$ cat src/source/qla_cfg.svh
// Address map, widths and DAC frame constants, included by the package and by every RTL module
`ifndef QLA_CFG_SVH
`define QLA_CFG_SVH

// Board geometry
`define QLA_NUM_CHAN      4

// ------------------------------
// Address map
// ------------------------------
`define ADDR_MAIN         4'h0      // Only decoded space, addr[15:12]
`define OFF_STATUS        4'h0      // Channel 0 global status
`define OFF_DAC_CTRL      4'h1      // Commanded current and amp enable
`define OFF_ENC_LOAD      4'h4      // Encoder preload
`define OFF_ENC_DATA      4'h5      // Encoder position
`define OFF_MOTOR_STATUS  4'hC      // Per-axis fault and enable state

// Encoder counter
`define ENC_WIDTH         24
`define ENC_MIDRANGE      24'h800000

// ------------------------------
// DAC frame
// ------------------------------
`define DAC_CMD_WRUP      4'h3      // Write and update
`define DAC_FRAME_BITS    32
`define DAC_GAP_CYCLES    2         // CS high between frames
`define DAC_EN_VALID_BIT  29
`define DAC_EN_BIT        28

`endif

$ cat src/source/qla_pkg.sv
// Shared register types and the channel write-word union, imported by every RTL module
`include "qla_cfg.svh"

package qla_pkg;

    typedef logic [15:0]            reg_addr_t;   // Space, channel, offset nibbles
    typedef logic [31:0]            reg_word_t;
    typedef logic [15:0]            cur_cmd_t;    // DAC code
    typedef logic [`ENC_WIDTH-1:0]  enc_count_t;
    typedef logic [1:0]             chan_idx_t;   // Axis 0..3

    // ------------------------------
    // Channel write word
    // ------------------------------
    // DAC_CTRL view
    typedef struct packed {
        logic [30-`DAC_EN_VALID_BIT:0] rsvd_hi;
        logic                          amp_en_valid;  // Bit 29
        logic                          amp_en;        // Bit 28
        logic [`DAC_EN_BIT-17:0]       rsvd_lo;
        cur_cmd_t                      cur_cmd;
    } dac_ctrl_t;

    // ENC_LOAD view
    typedef struct packed {
        logic [31-`ENC_WIDTH:0] rsvd;
        enc_count_t             preload;
    } enc_load_t;

    // Same 32-bit bus word, decoded per target offset
    typedef union packed {
        dac_ctrl_t dac_ctrl;
        enc_load_t enc_load;
    } chan_wr_u;

endpackage

$ cat src/source/dac_spi.sv
// SPI serializer that sends one DAC frame per axis on each start pulse
`include "qla_cfg.svh"

module dac_spi import qla_pkg::*; (
    input  logic     sysclk,
    input  logic     rst,
    input  logic     dac_start,
    input  cur_cmd_t cur_cmd [`QLA_NUM_CHAN],
    output logic     busy,
    output logic     sclk,       // sysclk / 2, idle low
    output logic     mosi,
    output logic     csel        // Active low
);

    localparam logic [1:0] ST_IDLE  = 2'd0;
    localparam logic [1:0] ST_FRAME = 2'd1;
    localparam logic [1:0] ST_GAP   = 2'd2;

    localparam logic [4:0] LAST_BIT  = 5'(`DAC_FRAME_BITS - 1);
    localparam logic [1:0] LAST_GAP  = 2'(`DAC_GAP_CYCLES - 1);
    localparam chan_idx_t  LAST_CHAN = chan_idx_t'(`QLA_NUM_CHAN - 1);

    logic [1:0] state;
    logic [4:0] bit_cnt;
    logic [1:0] gap_cnt;
    chan_idx_t  chan;
    reg_word_t  shreg;       // MSB out first
    cur_cmd_t   cmd_q [`QLA_NUM_CHAN];

    // Command, axis index, code, 8 zeros
    function automatic reg_word_t build_frame(input chan_idx_t idx, input cur_cmd_t code);
        return {`DAC_CMD_WRUP, 2'b00, idx, code, 8'd0};
    endfunction

    assign mosi = shreg[31];

    // Snapshot of all commands at start
    always_ff @(posedge sysclk) begin
        if (state == ST_IDLE && dac_start)
            cmd_q <= cur_cmd;
    end

    // ------------------------------
    // Frame sequencer
    // ------------------------------
    always_ff @(posedge sysclk) begin
        if (rst) begin
            state   <= ST_IDLE;
            busy    <= 1'b0;
            sclk    <= 1'b0;
            csel    <= 1'b1;
            bit_cnt <= '0;
            gap_cnt <= '0;
            chan    <= '0;
            shreg   <= '0;
        end else begin
            case (state)
                ST_IDLE: if (dac_start) begin
                    busy    <= 1'b1;
                    csel    <= 1'b0;
                    chan    <= '0;
                    bit_cnt <= '0;
                    shreg   <= build_frame('0, cur_cmd[0]);   // Axis 0 straight from input
                    state   <= ST_FRAME;
                end
                ST_FRAME: begin
                    sclk <= ~sclk;
                    if (sclk) begin                     // Falling edge, next bit out
                        shreg   <= {shreg[30:0], 1'b0};
                        bit_cnt <= bit_cnt + 5'd1;
                        if (bit_cnt == LAST_BIT) begin
                            csel    <= 1'b1;
                            gap_cnt <= '0;
                            if (chan == LAST_CHAN) begin
                                busy  <= 1'b0;          // End of burst
                                state <= ST_IDLE;
                            end else begin
                                state <= ST_GAP;
                            end
                        end
                    end
                end
                ST_GAP: begin
                    gap_cnt <= gap_cnt + 2'd1;
                    if (gap_cnt == LAST_GAP) begin
                        chan    <= chan + 2'd1;
                        shreg   <= build_frame(chan + 2'd1, cmd_q[chan + 2'd1]);
                        bit_cnt <= '0;
                        csel    <= 1'b0;
                        state   <= ST_FRAME;
                    end
                end
                default: state <= ST_IDLE;
            endcase
        end
    end

    // Chip select never asserted outside a burst
    a_csel_idle : assert property (@(posedge sysclk) disable iff (rst) !busy |-> csel);

endmodule

$ cat src/source/motor_channel.sv
// Per-axis commanded current, amplifier enable and fault latch, one instance per axis
`include "qla_cfg.svh"

module motor_channel import qla_pkg::*; (
    input  logic      sysclk,
    input  logic      rst,
    input  logic      dac_wen,       // DAC_CTRL write strobe
    input  chan_wr_u  wdata,
    input  logic      amp_fault_n,   // Active low, async
    output cur_cmd_t  cur_cmd,
    output logic      amp_en,
    output reg_word_t dac_word,
    output reg_word_t status
);

    logic [1:0] fault_sync;   // Two-flop synchronizer
    logic       fault_flag;   // Sticky until re-enabled

    always_ff @(posedge sysclk) begin
        if (rst) begin
            fault_sync <= 2'b11;     // No fault
            cur_cmd    <= '0;
            amp_en     <= 1'b0;
            fault_flag <= 1'b0;
        end else begin
            fault_sync <= {fault_sync[0], amp_fault_n};
            if (dac_wen)
                cur_cmd <= wdata.dac_ctrl.cur_cmd;   // Every write

            // Fault beats a simultaneous enable
            if (amp_en && !fault_sync[1]) begin
                amp_en     <= 1'b0;
                fault_flag <= 1'b1;
            end else if (dac_wen && wdata.dac_ctrl.amp_en_valid) begin
                amp_en     <= wdata.dac_ctrl.amp_en;
                fault_flag <= 1'b0;
            end
        end
    end

    // ------------------------------
    // Readback words
    // ------------------------------
    always_comb begin
        dac_word              = '0;
        dac_word[`DAC_EN_BIT] = amp_en;
        dac_word[15:0]        = cur_cmd;
    end

    assign status = {29'd0, fault_flag, amp_en, fault_sync[1]};

    // Amp stays off while a fault is latched
    a_fault_shutdown : assert property (@(posedge sysclk) disable iff (rst)
        fault_flag |-> !amp_en);

endmodule

$ cat src/source/qla_top.sv
// Top level of the motor controller register core; instantiate as the board's register block
`include "qla_cfg.svh"

module qla_top import qla_pkg::*; (
    input  logic                      sysclk,
    input  logic                      rst,
    input  logic [3:0]                board_id,     // Rotary switch
    // Host register bus
    input  reg_addr_t                 reg_raddr,
    input  reg_addr_t                 reg_waddr,
    input  reg_word_t                 reg_wdata,
    input  logic                      reg_wen,
    input  logic                      blk_wen,
    output reg_word_t                 reg_rdata,
    // Axis pins
    input  logic [`QLA_NUM_CHAN-1:0]  enc_a,
    input  logic [`QLA_NUM_CHAN-1:0]  enc_b,
    input  logic [`QLA_NUM_CHAN-1:0]  amp_fault_n,  // Active low
    output logic [`QLA_NUM_CHAN-1:0]  amp_enable,
    // Serial DAC
    output logic                      dac_sclk,
    output logic                      dac_mosi,
    output logic                      dac_csel
);

    logic [`QLA_NUM_CHAN-1:0] dac_wen;    // Per-axis write strobes
    logic [`QLA_NUM_CHAN-1:0] load_wen;
    logic                     dac_start;
    logic                     dac_busy;

    cur_cmd_t   cur_cmd   [`QLA_NUM_CHAN];
    reg_word_t  dac_word  [`QLA_NUM_CHAN];
    reg_word_t  status    [`QLA_NUM_CHAN];
    enc_count_t enc_count [`QLA_NUM_CHAN];
    enc_count_t preload   [`QLA_NUM_CHAN];

    reg_decode decode (
        .sysclk        (sysclk),
        .rst           (rst),
        .reg_raddr     (reg_raddr),
        .reg_waddr     (reg_waddr),
        .reg_wen       (reg_wen),
        .blk_wen       (blk_wen),
        .board_id      (board_id),
        .dac_busy      (dac_busy),
        .chan_dac_word (dac_word),
        .chan_status   (status),
        .enc_count     (enc_count),
        .enc_preload   (preload),
        .reg_rdata     (reg_rdata),
        .dac_wen       (dac_wen),
        .load_wen      (load_wen),
        .dac_start     (dac_start)
    );

    // ------------------------------
    // Per-axis datapath
    // ------------------------------
    genvar k;
    generate
        for (k = 0; k < `QLA_NUM_CHAN; k++) begin : axis
            motor_channel motor (
                .sysclk      (sysclk),
                .rst         (rst),
                .dac_wen     (dac_wen[k]),
                .wdata       (reg_wdata),
                .amp_fault_n (amp_fault_n[k]),
                .cur_cmd     (cur_cmd[k]),
                .amp_en      (amp_enable[k]),
                .dac_word    (dac_word[k]),
                .status      (status[k])
            );

            quad_encoder enc (
                .sysclk   (sysclk),
                .rst      (rst),
                .enc_a    (enc_a[k]),
                .enc_b    (enc_b[k]),
                .load_wen (load_wen[k]),
                .wdata    (reg_wdata),
                .count    (enc_count[k]),
                .preload  (preload[k])
            );
        end
    endgenerate

    // One burst carries all four axes
    dac_spi dac (
        .sysclk    (sysclk),
        .rst       (rst),
        .dac_start (dac_start),
        .cur_cmd   (cur_cmd),
        .busy      (dac_busy),
        .sclk      (dac_sclk),
        .mosi      (dac_mosi),
        .csel      (dac_csel)
    );

endmodule

$ cat src/source/quad_encoder.sv
// Per-axis 4x quadrature decoder and position counter with host preload
`include "qla_cfg.svh"

module quad_encoder import qla_pkg::*; (
    input  logic       sysclk,
    input  logic       rst,
    input  logic       enc_a,
    input  logic       enc_b,
    input  logic       load_wen,   // ENC_LOAD write strobe
    input  chan_wr_u   wdata,
    output enc_count_t count,
    output enc_count_t preload
);

    logic [1:0] a_sync;      // Two-flop synchronizers
    logic [1:0] b_sync;
    logic       a_prev;      // Last sampled state
    logic       b_prev;
    logic       step;        // Exactly one input changed
    logic       up;          // A leads B

    always_ff @(posedge sysclk) begin
        a_sync <= {a_sync[0], enc_a};
        b_sync <= {b_sync[0], enc_b};
        a_prev <= a_sync[1];
        b_prev <= b_sync[1];
    end

    // Both changing at once is illegal, no count
    assign step = (a_sync[1] ^ a_prev) ^ (b_sync[1] ^ b_prev);
    assign up   = a_sync[1] ^ b_prev;

    // ------------------------------
    // Counter
    // ------------------------------
    always_ff @(posedge sysclk) begin
        if (rst) begin
            count   <= `ENC_MIDRANGE;
            preload <= '0;
        end else if (load_wen) begin
            preload <= wdata.enc_load.preload;
            count   <= wdata.enc_load.preload;   // Load wins over a step
        end else if (step) begin
            if (up)
                count <= count + 1'b1;
            else
                count <= count - 1'b1;           // Wraps modulo 2^ENC_WIDTH
        end
    end

endmodule

$ cat src/source/reg_decode.sv
// Register address decode, write strobes, read mux and DAC update request for the core
`include "qla_cfg.svh"

module reg_decode import qla_pkg::*; (
    input  logic                      sysclk,
    input  logic                      rst,
    input  reg_addr_t                 reg_raddr,
    input  reg_addr_t                 reg_waddr,
    input  logic                      reg_wen,
    input  logic                      blk_wen,
    input  logic [3:0]                board_id,
    input  logic                      dac_busy,
    input  reg_word_t                 chan_dac_word [`QLA_NUM_CHAN],
    input  reg_word_t                 chan_status   [`QLA_NUM_CHAN],
    input  enc_count_t                enc_count     [`QLA_NUM_CHAN],
    input  enc_count_t                enc_preload   [`QLA_NUM_CHAN],
    output reg_word_t                 reg_rdata,
    output logic [`QLA_NUM_CHAN-1:0]  dac_wen,
    output logic [`QLA_NUM_CHAN-1:0]  load_wen,
    output logic                      dac_start
);

    localparam logic [3:0] LAST_CHAN = 4'(`QLA_NUM_CHAN);

    logic [3:0] wchan_m1;     // Channel 1..4 -> index 0..3
    logic [3:0] rchan_m1;
    logic       wchan_ok;     // Main space, axis channel
    logic       rchan_ok;
    logic       dac_req;      // Pending burst
    reg_word_t  status_word;

    // ------------------------------
    // Write side
    // ------------------------------
    assign wchan_m1 = reg_waddr[7:4] - 4'd1;
    assign wchan_ok = (reg_waddr[15:12] == `ADDR_MAIN) && (reg_waddr[7:4] != 4'd0) &&
                      (reg_waddr[7:4] <= LAST_CHAN);

    always_comb begin
        dac_wen  = '0;
        load_wen = '0;
        if (reg_wen && wchan_ok) begin
            if (reg_waddr[3:0] == `OFF_DAC_CTRL)
                dac_wen[wchan_m1[1:0]] = 1'b1;
            if (reg_waddr[3:0] == `OFF_ENC_LOAD)
                load_wen[wchan_m1[1:0]] = 1'b1;
        end
    end

    // Block write to any DAC_CTRL asks for one burst; repeats merge
    always_ff @(posedge sysclk) begin
        if (rst) begin
            dac_req   <= 1'b0;
            dac_start <= 1'b0;
        end else begin
            dac_start <= 1'b0;
            if (blk_wen && wchan_ok && (reg_waddr[3:0] == `OFF_DAC_CTRL)) begin
                dac_req <= 1'b1;
            end else if (dac_req && !dac_busy && !dac_start) begin
                dac_req   <= 1'b0;
                dac_start <= 1'b1;   // Busy follows one cycle later
            end
        end
    end

    // ------------------------------
    // Read side
    // ------------------------------
    assign rchan_m1 = reg_raddr[7:4] - 4'd1;
    assign rchan_ok = (reg_raddr[7:4] != 4'd0) && (reg_raddr[7:4] <= LAST_CHAN);

    always_comb begin
        status_word        = '0;
        status_word[31:28] = board_id;
        status_word[0]     = dac_busy;
        for (int i = 0; i < `QLA_NUM_CHAN; i++) begin
            status_word[8 + i] = chan_status[i][1];   // Amp enable
            status_word[4 + i] = chan_status[i][2];   // Fault latch
        end
    end

    // Combinational, same cycle as reg_raddr
    always_comb begin
        reg_rdata = '0;
        if (reg_raddr[15:12] == `ADDR_MAIN) begin
            if (reg_raddr[7:4] == 4'd0) begin
                if (reg_raddr[3:0] == `OFF_STATUS)
                    reg_rdata = status_word;
            end else if (rchan_ok) begin
                case (reg_raddr[3:0])
                    `OFF_DAC_CTRL:     reg_rdata = chan_dac_word[rchan_m1[1:0]];
                    `OFF_ENC_LOAD:     reg_rdata = {{(32-`ENC_WIDTH){1'b0}},
                                                    enc_preload[rchan_m1[1:0]]};
                    `OFF_ENC_DATA:     reg_rdata = {{(32-`ENC_WIDTH){1'b0}},
                                                    enc_count[rchan_m1[1:0]]};
                    `OFF_MOTOR_STATUS: reg_rdata = chan_status[rchan_m1[1:0]];
                    default:           reg_rdata = '0;
                endcase
            end
        end
    end

    // Request logic must respect the serializer's busy level
    a_start_not_busy : assert property (@(posedge sysclk) disable iff (rst)
        !(dac_start && dac_busy));

endmodule

$ cat config.mk
export PLATFORM = sky130hd
export DESIGN_NAME = qla_top
export DESIGN_NICKNAME = d
export VERILOG_FILES = /design/src/source/qla_pkg.sv /design/src/source/dac_spi.sv /design/src/source/motor_channel.sv /design/src/source/qla_top.sv /design/src/source/quad_encoder.sv /design/src/source/reg_decode.sv
export VERILOG_INCLUDE_DIRS = /design/src /design/src/source
export SDC_FILE = /design/constraint.sdc
export NUM_CORES = 1
export LEC_CHECK = 0
export ABC_AREA = 1
export BUFFER_PORTS_ARGS = -buffer_cell sky130_fd_sc_hd__clkbuf_2
export CORE_ASPECT_RATIO = 0.9
export CORE_UTILIZATION = 47
export DETAILED_ROUTE_END_ITERATION = 8
export GPL_ROUTABILITY_DRIVEN = 0
export PLACE_DENSITY = 0.66
export SLEW_MARGIN = 20
export SYNTH_ARGS = -nofsm -noshare
export SYNTH_HDL_FRONTEND = slang
export SYNTH_SLANG_ARGS = --single-unit
$ cat constraint.sdc
create_clock -name sysclk -period 5.6 [get_ports sysclk]
set_input_delay 1.68 -clock sysclk [delete_from_list [all_inputs] [get_ports sysclk]]
set_output_delay 1.68 -clock sysclk [all_outputs]
set_load 0.01 [all_outputs]
==> out/qor.csv, run 1 <==
stage,metric,value,unit
place,IO Port Bufs,104,
timing,period utilization,98.0,%
logic_synthesis,largest area contributor in the netlist,dfxtp_1,
critical_path,Setup CP Type,primary input to output port,
route,max layer used,met4,
clock_tree,CTS tree,yes,
clock_tree,worst skew pair latency,0.60,ns
critical_path,CP Max Fanout,66,
critical_path,CP Capture Type,output port,
floorplanning,Starting Density,48.0,%
route,vias per inst,5.70,
logic_synthesis,post-synthesis async set-or-reset flop share,0,%
logic_synthesis,Cells after Synth,3670,
grt,initial antenna violation count,2,
power_and_ir_drop,net switching power,3.74,mW
clock_tree,Worst-path clk slew,0.05,ns
clock_tree,root buffer cell,clkbuf_16,
timing,RSZ-0062 raised after global routing,no,
timing,Final setup viols,0,
clock_tree,CTS Buf Count,44,
timing,final hold viol count,0,
timing,Slew headroom,23.7,%
logic_synthesis,"Primary FF master, synth",dfxtp_1,
critical_path,Max stage delay on crit path,0.39,ns
floorplanning,Top Ports,123,
worst_hold_path,Worst Hold Path Cells,0,
power_and_ir_drop,Clock Power Share,31.2,%
clock_tree,CTS Buffer Depth,3,
run_status,status,"complete, no violations",
logic_synthesis,post-synth top area share,28.3,%
timing,Worst Max-Slew Pin Slew,1.14,ns
grt,first-pass GRT wire length,132,mm
route,Pre-antenna DRT Iters,6,
power_and_ir_drop,sequential fraction of design power,35.6,%
cells_and_area,fraction of layout cells with a size suffix above 1,7.06,%
grt,vias in the first global route,22400,
power_and_ir_drop,Comb pwr share,33.2,%
power_and_ir_drop,Leak,10.9,nW
logic_synthesis,"EDFF count, synth",64,
logic_synthesis,"top cells by count, synth","nand2_1 (1151), a21oi_1 (366), nor2_1 (360), dfxtp_1 (336), inv_1 (325)",
timing,post-route setup slack,0.111,ns
logic_synthesis,YS warnings,0,
floorplanning,row count,77,
critical_path,"Cell Chain, Critical Path",clkbuf_2 > inv_1 > ha_2 > buf_12 > o21ai_0 > o22ai_1 > a22o_1 > o21ai_0 > a22oi_1 > clkbuf_2,
route,DRT met1 WL,37.1,mm
timing,fin. max-slew vios,0,
critical_path,Slowest cell on crit path,ha_2,
power_and_ir_drop,Pwr per Cell Area,366,nW/um^2
timing,fmax,182,MHz
timing,setup TNS,0,ns
clock_tree,cts hold-fix bufs,0,
route,drt total wl,85.7,mm
route,Detail Route Antenna Nets,0,
power_and_ir_drop,maximum VDD drop,0.235,mV
floorplanning,Die Footprint,51400,sq um
route,# DRC,0,
critical_path,Worst Reg-to-Reg Cells,10,
route,DR WL/cell,19.6,um
grt,GR Util All Layers,32.9,%
power_and_ir_drop,Net Sw Frac,39.1,%
critical_path,Crit path arrival time,3.81,ns
critical_path,startpoint types,primary input,
floorplanning,Core ar.,49500,sq um
cells_and_area,Layout area overhead,10.3,%
run,maxcap violations,0,
grt,Congestion Overflow GR,0,
logic_synthesis,Avg Synthesized Cell Area,6.47,sq um
place,Setup WS pre-CTS,0.106,ns
route,initial drt markers,2908,
route,met3 WL,7.96,mm
logic_synthesis,"count leader, synth",nand2_1,
clock_tree,clk sinks,400,
floorplanning,Vert. Die Dim,215,um
cells_and_area,nets@finish,3771,
timing,min cycle time layout,5.49,ns
place,detailed-placement wirelength estimate,60.4,mm
grt,largest net degree at the start of global routing,194,
logic_synthesis,synthesis-stage register bit count,400,
timing,Clock Skews,0.0188,ns
logic_synthesis,Netlist Area Pre-Place,23800,sq um
route,via count,25000,
logic_synthesis,Yosys cell types,56,
power_and_ir_drop,Internal Power,5.84,mW
logic_synthesis,synth top area cells,"dfxtp_1 (28%), nand2_1 (18%), edfxtp_1 (8.1%)",
floorplanning,Chip Width,239,um
cells_and_area,diode count,0,
clock_tree,H-tree levels,2,
critical_path,Worst EP required,3.92,ns
worst_hold_path,worst hold path type,flip-flop to flip-flop,
logic_synthesis,register area share after synthesis,36.4,%
route,WL met2,36.5,mm
==> sequential cells by signal, summed over array words and instances, names as in the netlist, 5 cells and up <==
| signal | cells |
|---|---|
| axis.enc.a_sync | 8 |
| axis.motor.fault_sync | 8 |
| axis.enc.preload | 96 |
| axis.motor.cur_cmd | 64 |
| axis.enc.b_sync | 8 |
| dac.bit_cnt | 5 |
| axis.enc.count | 96 |
| dac.shreg | 24 |
| dac.cmd_q | 64 |
==> area by class of cell <==
class / instances / area [sq um]
timing repair buffer: 147 / 930
fill: 5157 / 23300
multi-input combinational: 2741 / 13000
clock inverter: 24 / 262
inverter: 340 / 1280
sequential: 400 / 8650
clock buffer: 58 / 1190
tap: 671 / 840
==> routing by layer <==
layer / vias to the layer above / track usage, %
met5: - / 0
met2: 1142 / 49.2
met3: 209 / 6.23
met4: 0 / 15.6
met1: 11400 / 45.4
li1: 12200 / -
==> worst max-delay path, delay by kind of cell <==
kind | cells | cell delay [ns]
compound gates | 5 | 1.02
buf+inv | 4 | 0.70
fa+ha+maj | 1 | 0.39
==> cells in the final DEF (no fill, tap or decap), drive strengths merged, types with 10 or more instances in the layout <==
cell type	instances
a41oi	64
a22o	13
o21a	28
or2	14
o211ai	10
ha	13
xor2	31
a21oi	366
dfxtp	336
clkinv	18
nand2	1156
clkbuf	161
edfxtp	64
a211oi	22
o21ai	249
o41ai	10
a22oi	37
nand4	34
buf	44
a31oi	36
nand3	191
nor2	363
inv	338
xnor2	12
nor3	18
o22ai	42
==> timing repair <==
item | CTS | global route
hold endpoints to repair | 0 | 0
endpoints found under the setup margin | 0 | 3
buffers inserted | 0 | 0
resized for setup | 0 | 2
==> stage by stage <==
step | hold WS (ns) | total power, mW | instance area [sq um] | utilization, % | instances
finish | 0.325 | 9.58 | 26200 | 52.9 | 4381
global route | 0.329 | 10.1 | 26200 | 52.9 | 4381
CTS | 0.327 | 9.53 | 26200 | 52.9 | 4381
detailed placement | 0.314 | 6.56 | 24700 | 49.9 | 4299
global placement | 0.312 | 6.55 | 24700 | 49.9 | 4299
floorplan | 0.310 | 5.66 | 23800 | - | 3673
==> path summary, 6_finish.rpt <==
path	slack [ns]	endpoint	from
hold / removal	0.32	axis[0].enc.a_sync[1]	axis[0].enc.a_sync[0]
setup / recovery	0.11	reg_rdata[6]	reg_raddr[5]
hold reg to reg	0.32	axis[0].enc.a_sync[1]	axis[0].enc.a_sync[0]
setup reg to reg	2.51	axis[2].enc.count[20]	axis[2].enc.a_sync[1]
==> logic make-up after synthesis <==
| kind of cell | after synthesis | share of synthesized area, % |
|---|---|---|
| AO/OA/AOI/OAI | 889 | 21.8 |
| XOR/XNOR | 43 | 1.62 |
| adder cells (fa/ha/maj) | 13 | 0.685 |
| buffers and inverters | 532 | 8.85 |
| flip-flops | 400 | 36.4 |
| multiplexers | 1 | 0.0421 |
| other | 1 | 0.0158 |
| AND/OR/NAND/NOR | 1791 | 30.6 |
==> power groups by stage <==
stage	Clock (mW)	Sequential, mW	Combinational (mW)
2_1_floorplan	0	3.37	2.29
4_1_cts	3.01	3.40	3.11
6_report	2.99	3.41	3.18
5_1_grt	3.13	3.44	3.53
3_5_place_dp	0	3.46	3.10
3_3_place_gp	0	3.46	3.09
No activity file was read; power rests on OpenSTA's default activity.
==> run 2: changes to the inputs <==
--- a/config.mk
+++ b/config.mk
@@ -9,10 +9,9 @@
 export ABC_AREA = 1
 export BUFFER_PORTS_ARGS = -buffer_cell sky130_fd_sc_hd__clkbuf_2
 export CORE_ASPECT_RATIO = 0.9
-export CORE_UTILIZATION = 47
+export CORE_UTILIZATION = 45
 export DETAILED_ROUTE_END_ITERATION = 8
 export GPL_ROUTABILITY_DRIVEN = 0
-export PLACE_DENSITY = 0.66
 export SLEW_MARGIN = 20
 export SYNTH_ARGS = -nofsm -noshare
 export SYNTH_HDL_FRONTEND = slang
==> run 2 against run 1 <==
  * Via count increased by 2.2%
  * Final cell count increased by 0.52%
  * Core utilization decreased by 2.2 points
  * Non-clock buffer count increased by 1
  * Die area increased by 4.4%
  * Critical endpoint is now reg_rdata[10]
  * Highest routed layer is now met5
==> out/qor.csv, run 2 (synthesis gave the netlist of run 1 again) <==
stage,metric,value,unit,change
floorplanning,Die Footprint,53700,sq um,+4.4%
clock_tree,CTS Buffer Depth,3,,unchanged
cells_and_area,"most common cell after layout, fill and taps aside",nand2_1,,
route,drt total wl,89.5,mm,+4.5%
critical_path,Worst R2R End,dac.shreg[11],,
timing,Clock Skews,0.0166,ns,-0.00224 ns
timing,Slew headroom,28.6,%,+4.9 points
critical_path,Worst Reg-to-Reg Cells,7,,-3
critical_path,reg2reg start,dac.state[0],,
power_and_ir_drop,maximum VDD drop,0.244,mV,+3.7%
route,vias per inst,5.80,,+1.7%
floorplanning,Vert. Die Dim,220,um,+2.2%
worst_hold_path,Worst Hold Path Cells,0,,unchanged
grt,first-pass GRT wire length,136,mm,+3.2%
place,Setup WS pre-CTS,0.0647,ns,-0.0413 ns
worst_hold_path,Hold Path Origin,axis[0].enc.b_sync[0],,
timing,post-route setup slack,0.137,ns,+0.0260 ns
floorplanning,Top Ports,123,,unchanged
cells_and_area,"commonest cells after routing, fill and taps aside","nand2_1 (1150), a21oi_1 (366), nor2_1 (359)",,
clock_tree,worst skew pair latency,0.61,ns,about the same
route,# DRC,0,,unchanged
route,initial drt markers,2841,,-2.3%
cells_and_area,fraction of layout cells with a size suffix above 1,7.27,%,+0.21 points
critical_path,"Cell Chain, Critical Path",buf_4 > inv_4 > ha_2 > inv_1 > nor2_1 > inv_1 > nand2_1 > nor2_1 > nand3_1 > clkinvlp_4 > o21ai_0 > a22oi_1 > clkbuf_2,,
timing,min cycle time layout,5.46,ns,-0.0260 ns
timing,period utilization,97.6,%,-0.46 points
floorplanning,Chip Width,244,um,+2.2%
critical_path,Slowest cell on crit path,a22oi_1,,
timing,final hold viol count,0,,unchanged
clock_tree,CTS tree,yes,,
timing,setup TNS,0,ns,unchanged
route,via count,25500,,+2.2%
grt,GR Util All Layers,32.6,%,-0.29 points
power_and_ir_drop,Pwr per Cell Area,372,nW/um^2,+1.6%
place,Placed Cells incl. Taps,4317,,+0.42%
grt,largest net degree at the start of global routing,135,,-30%
run_status,status,"complete, no violations",,
clock_tree,CTS Buf Count,46,,+4.5%
grt,vias in the first global route,23200,,+3.4%
cells_and_area,Layout area overhead,10.8,%,
place,IO Port Bufs,104,,unchanged
grt,initial antenna violation count,1,,-1
route,Pre-antenna DRT Iters,6,,unchanged
timing,fin. max-slew vios,0,,unchanged
critical_path,Max stage delay on crit path,0.36,ns,-0.03 ns
critical_path,Crit path arrival time,3.78,ns,-0.03 ns
critical_path,CP Max Fanout,13,,-80%
power_and_ir_drop,Leak,11.0,nW,+0.45%
cells_and_area,final std cells w/o fill,4404,,+0.52%
cells_and_area,biggest regs,"axis.enc.count: 96 flops, axis.enc.preload: 96 flops",,
critical_path,Setup CP Type,primary input to output port,,
place,detailed-placement wirelength estimate,63.5,mm,+5.2%
critical_path,CP Capture Type,output port,,
timing,Worst Max-Slew Pin Slew,1.07,ns,-0.0713 ns
worst_hold_path,worst hold path type,flip-flop to flip-flop,,
timing,RSZ-0062 raised after global routing,no,,
critical_path,startpoint types,primary input,,
floorplanning,Core ar.,51900,sq um,+4.8%
clock_tree,H-tree levels,2,,unchanged
clock_tree,root buffer cell,clkbuf_16,,
worst_hold_path,Hold Path End,axis[0].enc.b_sync[1],,
clock_tree,Worst-path clk slew,0.05,ns,about the same
route,DR WL/cell,20.3,um,+3.9%
grt,Congestion Overflow GR,0,,unchanged
power_and_ir_drop,Power Total,9.79,mW,+2.2%
clock_tree,clk sinks,400,,unchanged
timing,Final setup viols,0,,unchanged
critical_path,R2R Setup Slk,2.47,ns,-0.04 ns
critical_path,Worst EP required,3.92,ns,about the same
floorplanning,Starting Density,45.8,%,-2.2 points
floorplanning,row count,79,,+2.6%
run,maxcap violations,0,,unchanged
timing,fmax,183,MHz,+0.48%
cells_and_area,nets@finish,3774,,+0.080%
route,Detail Route Antenna Nets,0,,unchanged
[run 2: per-stage QoR]
| stage | hold slack, ns | cell area, sq um | util [%] |
|---|---|---|---|
| floorplan | 0.310 | 23800 | - |
| global placement | 0.313 | 24800 | 47.7 |
| detailed placement | 0.312 | 24800 | 47.7 |
| CTS | 0.326 | 26300 | 50.7 |
| global route | 0.331 | 26300 | 50.7 |
| finish | 0.325 | 26300 | 50.7 |
[run 2: worst max-delay path by stage]
stage | start | depth (start not counted) | slack, ns | end
6_report | reg_raddr[4] | 13 | 0.14 | reg_rdata[10]
3_5_place_dp | reg_raddr[4] | 13 | 0.06 | reg_rdata[10]
5_1_grt | reg_raddr[4] | 13 | 0.005 | reg_rdata[9]
3_3_place_gp | reg_raddr[4] | 13 | 0.09 | reg_rdata[9]
2_1_floorplan | reg_raddr[4] | 13 | 0.04 | reg_rdata[0]
4_1_cts | reg_raddr[4] | 13 | 0.06 | reg_rdata[10]
[run 2: critical path, delay by kind of cell]
kind            cells  cell delay (ns)
buf+inv             6             0.76
fa+ha+maj           1             0.17
simple gates        4             0.66
compound gates      2             0.49
[run 2: per-layer routing]
| layer | track usage (%) | share of wire [%] |
|---|---|---|
| met1 | 43.7 | 43 |
| met4 | 15.8 | 4.6 |
| met3 | 4.80 | 8.6 |
| met2 | 51.4 | 44 |
| met5 | 0 | 0.0078 |
[run 2: report_power, final]
| part | internal [mW] | switching (mW) | total (mW) |
|---|---|---|---|
| Combinational | 0.979 | 2.24 | 3.22 |
| Sequential | 3.16 | 0.264 | 3.42 |
| Clock | 1.82 | 1.32 | 3.14 |
[run 2: final cells by class]
class / count / area, sq um
Sequential cell: 400 / 8650
Timing Repair Buffer: 148 / 937
Antenna cell: 1 / 2.50
Inverter: 340 / 1280
Tap cell: 688 / 861
Clock inverter: 24 / 304
Clock buffer: 62 / 1250
Multi-Input combinational cell: 2741 / 13000
Fill cell: 5288 / 25600
[run 2: what timing repair did]
item / in CTS / in global routing
buffers inserted: 0 / 0
hold buffers: 0 / 0
setup endpoints to repair: 0 / 8
gates resized for setup: 0 / 1
